[config.mk]
export PLATFORM = sky130hd
export DESIGN_NAME = ntm_scalar_exponentiator_function
export DESIGN_NICKNAME = d
export VERILOG_FILES = /design/src/design/ntm_exp_pkg.sv /design/src/design/ntm_exp_ctrl_if.sv /design/src/design/ntm_exp_fsm.sv /design/src/design/ntm_term_counter.sv /design/src/design/ntm_fixed_multiplier.sv /design/src/design/ntm_series_accumulator.sv /design/src/design/ntm_scalar_exponentiator_function.sv
export SDC_FILE = /design/constraint.sdc
export NUM_CORES = 2
export LEC_CHECK = 0
export ABC_AREA = 1
export BUFFER_PORTS_ARGS = -buffer_cell sky130_fd_sc_hd__buf_4
export CELL_PAD_IN_SITES_DETAIL_PLACEMENT = 1
export CELL_PAD_IN_SITES_GLOBAL_PLACEMENT = 2
export CORE_MARGIN = 2
export CORE_UTILIZATION = 44
export CTS_BUF_LIST = sky130_fd_sc_hd__clkbuf_16
export DETAILED_ROUTE_END_ITERATION = 7
export GPL_TIMING_DRIVEN = 0
export HOLD_SLACK_MARGIN = 0.02
export PLACE_DENSITY = 0.86
export REMOVE_ABC_BUFFERS = 1
export SYNTH_ARGS = -nofsm -noshare
export SYNTH_HDL_FRONTEND = slang
export SYNTH_SLANG_ARGS = --single-unit
[constraint.sdc]
create_clock -name CLK -period 19.7 [get_ports CLK]
set_input_delay 0.985 -clock CLK [delete_from_list [all_inputs] [get_ports CLK]]
set_output_delay 0.985 -clock CLK [all_outputs]
set_load 0.02 [all_outputs]
[src/design/ntm_exp_pkg.sv]
package ntm_exp_pkg;

  //////////////////////////////////////////////////
  // Data format
  //////////////////////////////////////////////////

  // Word width and binary point of Q16.16
  localparam int DATA_SIZE = 32;
  localparam int FRAC_BITS = 16;

  typedef logic signed [DATA_SIZE-1:0] data_t;

  // 1.0 in Q16.16
  localparam data_t ONE_DATA = 65536;

  // Operand clamp, -2.0 up to 2.0 minus one LSB
  localparam data_t X_MAX = 2 * ONE_DATA - 1;
  localparam data_t X_MIN = -2 * ONE_DATA;

  //////////////////////////////////////////////////
  // Series length and term index
  //////////////////////////////////////////////////

  // Terms after the constant 1.0
  localparam int TERM_COUNT = 12;
  localparam int COUNT_SIZE = 4;

  typedef logic [COUNT_SIZE-1:0] count_t;

  // floor(65536 / k), k = 1 .. 12
  localparam data_t RECIP_TABLE [1:TERM_COUNT] = '{
    65536, 32768, 21845, 16384,
    13107, 10922,  9362,  8192,
     7281,  6553,  5957,  5461
  };

  //////////////////////////////////////////////////
  // Control encodings
  //////////////////////////////////////////////////

  // Three cycles per term, then one cycle to publish
  typedef enum logic [2:0] {
    IDLE,
    MUL_X,
    MUL_RECIP,
    ACCUM,
    DONE
  } exp_state_t;

  // Second multiplier operand
  typedef enum logic {
    MUL_BY_X,
    MUL_BY_RECIP
  } mul_op_t;

endpackage

[src/design/ntm_exp_ctrl_if.sv]
`timescale 1ns/10ps

interface ntm_exp_ctrl_if import ntm_exp_pkg::*; ();

  // Strobes from the FSM
  logic    load;
  logic    mul_en;
  mul_op_t mul_op;
  logic    accum;
  logic    finish;

  // Term counter status
  count_t  index;
  logic    last;

  // Sequencer side
  modport fsm (
    output load, mul_en, mul_op, accum, finish,
    input  index, last
  );

  // Term index counter
  modport counter (
    input  load, accum,
    output index, last
  );

  // Multiplier and accumulator
  modport datapath (
    input load, mul_en, mul_op, accum, finish, index
  );

endinterface

[src/design/ntm_exp_fsm.sv]
`timescale 1ns/10ps

module ntm_exp_fsm import ntm_exp_pkg::*; (
  input  logic        CLK,
  input  logic        RST,
  input  logic        START,
  output logic        READY,
  ntm_exp_ctrl_if.fsm ctrl
);

  exp_state_t state;
  exp_state_t state_next;

  //////////////////////////////////////////////////
  // Next state
  //////////////////////////////////////////////////

  always_comb begin
    state_next = state;
    case (state)
      IDLE: begin
        // START only counts here
        if (START) begin
          state_next = MUL_X;
        end
      end
      MUL_X: begin
        state_next = MUL_RECIP;
      end
      MUL_RECIP: begin
        state_next = ACCUM;
      end
      ACCUM: begin
        // Twelfth term just summed
        if (ctrl.last) begin
          state_next = DONE;
        end else begin
          state_next = MUL_X;
        end
      end
      DONE: begin
        state_next = IDLE;
      end
      default: begin
        state_next = IDLE;
      end
    endcase
  end

  //////////////////////////////////////////////////
  // State and READY registers
  //////////////////////////////////////////////////

  always_ff @(posedge CLK or posedge RST) begin
    if (RST) begin
      state <= IDLE;
      READY <= 1'b0;
    end else begin
      state <= state_next;
      // Lines up with DATA_OUT written by finish
      READY <= (state == DONE);
    end
  end

  // Datapath strobes, decoded from state
  assign ctrl.load   = (state == IDLE) && START;
  assign ctrl.mul_en = (state == MUL_X) || (state == MUL_RECIP);
  assign ctrl.mul_op = (state == MUL_RECIP) ? MUL_BY_RECIP : MUL_BY_X;
  assign ctrl.accum  = (state == ACCUM);
  assign ctrl.finish = (state == DONE);

  // One READY per completion
  a_ready_single: assert property (
    @(posedge CLK) disable iff (RST) READY |=> !READY
  );

  // Busy START neither restarts the walk nor reloads the counter
  // After ACCUM the index moves on, so a reload shows up as k = 1
  a_busy_start: assert property (
    @(posedge CLK) disable iff (RST)
    (START && (state != IDLE))
      |=> ($past(state) == ACCUM) ? (ctrl.index != count_t'(1))
          : ((state != MUL_X) && (ctrl.index == $past(ctrl.index)))
  );

endmodule

[src/design/ntm_term_counter.sv]
`timescale 1ns/10ps

module ntm_term_counter import ntm_exp_pkg::*; (
  input  logic            CLK,
  input  logic            RST,
  ntm_exp_ctrl_if.counter ctrl
);

  //////////////////////////////////////////////////
  // Term index k
  //////////////////////////////////////////////////

  always_ff @(posedge CLK or posedge RST) begin
    if (RST) begin
      ctrl.index <= '0;
    end else if (ctrl.load) begin
      // First term is k = 1
      ctrl.index <= count_t'(1);
    end else if (ctrl.accum && !ctrl.last) begin
      ctrl.index <= ctrl.index + count_t'(1);
    end
  end

  // Holds at TERM_COUNT after the last accumulate
  assign ctrl.last = (ctrl.index == count_t'(TERM_COUNT));

  // Stays inside the reciprocal table
  a_index_range: assert property (
    @(posedge CLK) disable iff (RST) ctrl.index <= count_t'(TERM_COUNT)
  );

endmodule

[src/design/ntm_fixed_multiplier.sv]
`timescale 1ns/10ps

module ntm_fixed_multiplier import ntm_exp_pkg::*; (
  input  logic             CLK,
  input  logic             RST,
  ntm_exp_ctrl_if.datapath ctrl,
  input  data_t            term,
  input  data_t            x_reg,
  output data_t            product
);

  data_t                       op_a;
  data_t                       op_b;
  logic signed [2*DATA_SIZE-1:0] full_product;

  //////////////////////////////////////////////////
  // Operand select
  //////////////////////////////////////////////////

  always_comb begin
    if (ctrl.mul_op == MUL_BY_RECIP) begin
      // Second step of a term, scale by 1/k
      op_a = product;
      op_b = RECIP_TABLE[ctrl.index];
    end else begin
      // First step, previous term times x
      op_a = term;
      op_b = x_reg;
    end
  end

  // Full signed product, Q32.32
  assign full_product = op_a * op_b;

  //////////////////////////////////////////////////
  // Product register
  //////////////////////////////////////////////////

  // Arithmetic shift back to Q16.16, truncates toward minus infinity
  always_ff @(posedge CLK) begin
    if (ctrl.mul_en) begin
      product <= data_t'(full_product >>> FRAC_BITS);
    end
  end

  // Operand select must be defined when a product is taken
  a_mul_op_known: assert property (
    @(posedge CLK) disable iff (RST) ctrl.mul_en |-> !$isunknown(ctrl.mul_op)
  );

endmodule

[src/design/ntm_series_accumulator.sv]
`timescale 1ns/10ps

module ntm_series_accumulator import ntm_exp_pkg::*; (
  input  logic             CLK,
  input  logic             RST,
  input  data_t            DATA_IN,
  ntm_exp_ctrl_if.datapath ctrl,
  input  data_t            product,
  output data_t            term,
  output data_t            x_reg,
  output data_t            DATA_OUT
);

  data_t clamped;
  data_t sum;

  //////////////////////////////////////////////////
  // Operand clamp
  //////////////////////////////////////////////////

  // No range reduction, large inputs saturate
  always_comb begin
    if (DATA_IN > X_MAX) begin
      clamped = X_MAX;
    end else if (DATA_IN < X_MIN) begin
      clamped = X_MIN;
    end else begin
      clamped = DATA_IN;
    end
  end

  //////////////////////////////////////////////////
  // Term and partial sum
  //////////////////////////////////////////////////

  always_ff @(posedge CLK) begin
    if (ctrl.load) begin
      // Series starts at 1.0
      x_reg <= clamped;
      term  <= ONE_DATA;
      sum   <= ONE_DATA;
    end else if (ctrl.accum) begin
      // Product holds x^k / k!
      term <= product;
      sum  <= sum + product;
    end
  end

  // Result register, held until next finish
  always_ff @(posedge CLK or posedge RST) begin
    if (RST) begin
      DATA_OUT <= '0;
    end else if (ctrl.finish) begin
      DATA_OUT <= sum;
    end
  end

endmodule

[src/design/ntm_scalar_exponentiator_function.sv]
`timescale 1ns/10ps

module ntm_scalar_exponentiator_function import ntm_exp_pkg::*; (
  // Global
  input  logic  CLK,
  input  logic  RST,

  // Control
  input  logic  START,
  output logic  READY,

  // Data
  input  data_t DATA_IN,
  output data_t DATA_OUT
);

  // Datapath buses
  data_t term;
  data_t x_reg;
  data_t product;

  // Strobes and counter status
  ntm_exp_ctrl_if ctrl_if ();

  //////////////////////////////////////////////////
  // Control
  //////////////////////////////////////////////////

  ntm_exp_fsm fsm_inst (
    .CLK   (CLK),
    .RST   (RST),
    .START (START),
    .READY (READY),
    .ctrl  (ctrl_if.fsm)
  );

  ntm_term_counter counter_inst (
    .CLK  (CLK),
    .RST  (RST),
    .ctrl (ctrl_if.counter)
  );

  //////////////////////////////////////////////////
  // Datapath
  //////////////////////////////////////////////////

  // One multiplier, shared by both steps of each term
  ntm_fixed_multiplier multiplier_inst (
    .CLK     (CLK),
    .RST     (RST),
    .ctrl    (ctrl_if.datapath),
    .term    (term),
    .x_reg   (x_reg),
    .product (product)
  );

  ntm_series_accumulator accumulator_inst (
    .CLK      (CLK),
    .RST      (RST),
    .DATA_IN  (DATA_IN),
    .ctrl     (ctrl_if.datapath),
    .product  (product),
    .term     (term),
    .x_reg    (x_reg),
    .DATA_OUT (DATA_OUT)
  );

endmodule

==> results.py <==
metrics = {
    "clock_network": {
        "cts_num_sinks": 168,
        "post_cts_buffers": 0,
        "cts.repair.resized": 0,
        "insertion_delay_ns": 0.50,
        "numCtsBuffers": 17,
        "ctsHoldBuffers": 0,
        "cts_buffer_depth": 2,
        "htreeDepth": 4,
        "cts_tree": "done",
        "cts_root_buf": "clkbuf_16",
        "clkTransAtPathRegs_ns": 0.09,
    },
    "route": {
        "drtIter0Drc": 1748,
        "ant_nets": 0,
        "routed_via_density": 5.34,
        "drc": 0,
        "wl_per_cell_um": 23.3,
        "num_vias": 30800,
        "drt-total-wl_um": 134000,
        "firstDrtPassIters": 5,
    },
    "finish": {
        "final_nets": 5686,
        "areaGrowthSynthToFinish_pct": 6.43,
        "drive_gt1_share_pct": 4.04,
        "antenna_cells": 0,
    },
    "place": {
        "hpwl_um": 116000,
        "io_buffers": 67,
        "place_congestion": 0.967,
    },
    "min_path": {
        "min_from": "accumulator_inst.sum[8]$_SDFFE_PP0P_",
        "worst_hold_path_type": "flip-flop to flip-flop",
    },
    "logic_synthesis": {
        "yosys_warnings": 0,
        "postSynthCellCount": 4646,
        "syn_area_um2": 37800,
        "syn_area_per_cell_um2": 8.13,
        "ys.flop_type": "edfxtp_1",
        "ys_types": 48,
        "ys_seq_area_share_pct": 11.1,
        "synth_edf_count": 64,
        "synthArstFlopShare_pct": 23.8,
        "ys_ff_latch": 168,
    },
    "worst_setup_path": {
        "crit_path_start_kind": "flip-flop",
        "r2r_start": "fsm_inst.state[0]$_DFFE_PP0P_",
        "max_stage_delay_ns": 1.15,
        "crit_slowest_cell": "clkinv_1",
        "startpoint": "fsm_inst.state[0]$_DFFE_PP0P_",
        "cp_max_fo": 87,
        "endpoint_kind": "flip-flop",
        "required_ns": 19.97,
        "worstPathArrival_ns": 11.10,
        "path_class": "flip-flop to flip-flop",
    },
    "grt": {
        "grt_max_degree": 88,
        "track_usage_pct": 31.6,
        "antenna_found_initial": 3,
        "overflow": 0,
        "grt_pass1_wl_um": 208000,
        "grt_pass1_vias": 34000,
    },
    "sta": {
        "fin_crit_ns": 10.83,
        "slew-limit-headroom_pct": 3.15,
        "finalClockSkew_ns": 0.0188,
        "slew_viol_final": 0,
        "worstMarginPinSlew_ns": 1.45,
        "rsz0062_at_grt": "false",
        "hold_viol": 0,
        "setup_tns_ns": 0,
        "fmax_mhz": 92.3,
        "timing.final.crit_share_pct": 55.0,
        "final-setup-viol-count": 0,
    },
    "floorplan": {
        "num_rows": 107,
        "io_pins": 68,
        "dieArea_um2": 88300,
        "die_h_um": 297,
        "die_w_um": 297,
        "floorplan.initialDensity_pct": 44.4,
        "coreArea_um2": 85100,
    },
    "run": {
        "drv_cap": 0,
    },
    "status": {
        "outcome": "finished, final reports clean",
    },
}
cells in the final DEF (no fill, tap or decap), types with 11 or more instances in the layout:
master / instances
a21oi_1: 144
a21oi_2: 13
buf_4: 68
clkbuf_16: 17
clkinv_1: 16
dfrtp_1: 40
dfxtp_1: 64
edfxtp_1: 64
fa_1: 839
ha_1: 201
inv_1: 1095
nand2_1: 890
nand2_2: 12
nand3_1: 92
nand4_1: 21
nor2_1: 688
nor3_1: 21
o211ai_1: 13
o21ai_0: 112
o21bai_1: 21
or2_2: 11
xnor2_1: 14
xor2_1: 29
critical path: cells and delay by family (launching register included):
family                   cells  cell delay (ns)
AO/OA/AOI/OAI                2             1.04
buffers and inverters        7             1.66
AND/OR/NAND/NOR             12             2.84
adder cells (fa/ha/maj)      9             4.52
flip-flops                   1             0.47
synthesized netlist by cell type, types with 10 or more instances:
master	instances	area share (%)
a21o_1	10	0.20
a21oi_1	149	2.0
a31oi_1	10	0.17
buf_2	47	0.62
clkbuf_1	87	0.86
clkinv_1	17	0.17
dfrtp_1	40	2.6
dfxtp_1	64	3.4
edfxtp_1	64	5.1
fa_1	839	44
ha_1	201	6.7
inv_1	1097	11
nand2_1	891	8.8
nand2_2	11	0.18
nand3_1	92	1.2
nand4_1	21	0.35
nor2_1	689	6.8
nor3_1	22	0.29
o211ai_1	13	0.26
o21a_1	10	0.20
o21ai_0	119	1.6
o21bai_1	21	0.42
or2_2	11	0.18
xnor2_1	14	0.32
xor2_1	29	0.67
layout make-up:
cell class / count / area [um^2]
clock buffers: 17 / 425
clock inverters: 15 / 174
fillers: 10300 / 44900
inverters: 1122 / 4220
multi-input cells: 3212 / 28800
flip-flops and latches: 168 / 4200
well taps: 1144 / 1430
repair buffers: 90 / 923
kinds of logic (layout without fill, tap and decap cells):
family	Yosys count	after routing	share of synthesized area, %
flip-flops	168	168	11.1
adder cells (fa/ha/maj)	1040	1040	51.1
buffers and inverters	1266	1244	12.8
XOR/XNOR	43	43	0.997
AO/OA/AOI/OAI	375	375	5.69
AND/OR/NAND/NOR	1754	1754	18.2
routing by layer:
| layer | global-route usage (%) | up-vias | share of wire [%] |
|---|---|---|---|
| met2 | 51.1 | 957 | 46 |
| li1 | - | 13600 | - |
| met4 | 9.27 | 0 | 3.1 |
| met5 | 0 | - | 0 |
| met3 | 6.89 | 167 | 8.0 |
| met1 | 42.7 | 16100 | 43 |
final timing paths:
check                                                       endpoint  slack (ns)  cells after the start
max in group asynchronous  accumulator_inst.DATA_OUT[26]$_DFFE_PP0P_       18.50                      2
min in group asynchronous   accumulator_inst.DATA_OUT[3]$_DFFE_PP0P_        0.64                      2
hold / removal              accumulator_inst.DATA_OUT[8]$_DFFE_PP0P_        0.48                      2
setup / recovery               multiplier_inst.product[31]$_DFFE_PP_        8.87                     30
hold reg to reg             accumulator_inst.DATA_OUT[8]$_DFFE_PP0P_        0.48                      2
setup reg to reg               multiplier_inst.product[31]$_DFFE_PP_        8.87                     30
stage by stage:
| stage | setup WS, ns | cell area, um^2 | std cells | util (%) | hold slack (ns) |
|---|---|---|---|---|---|
| 2_1_floorplan | 10.46 | 37200 | 4502 | - | 0.435 |
| 3_3_place_gp | 5.46 | 39100 | 5713 | 45.9 | 0.455 |
| 3_5_place_dp | 8.93 | 39600 | 5735 | 46.5 | 0.466 |
| 4_1_cts | 8.87 | 40200 | 5767 | 47.2 | 0.481 |
| 5_1_grt | 8.20 | 40200 | 5768 | 47.2 | 0.492 |
| 6_report | 8.87 | 40200 | 5768 | 47.2 | 0.476 |
Power is left out: the tool's default activity adds up to more than one toggle a clock period on the data nets, which glitch-free logic cannot reach.
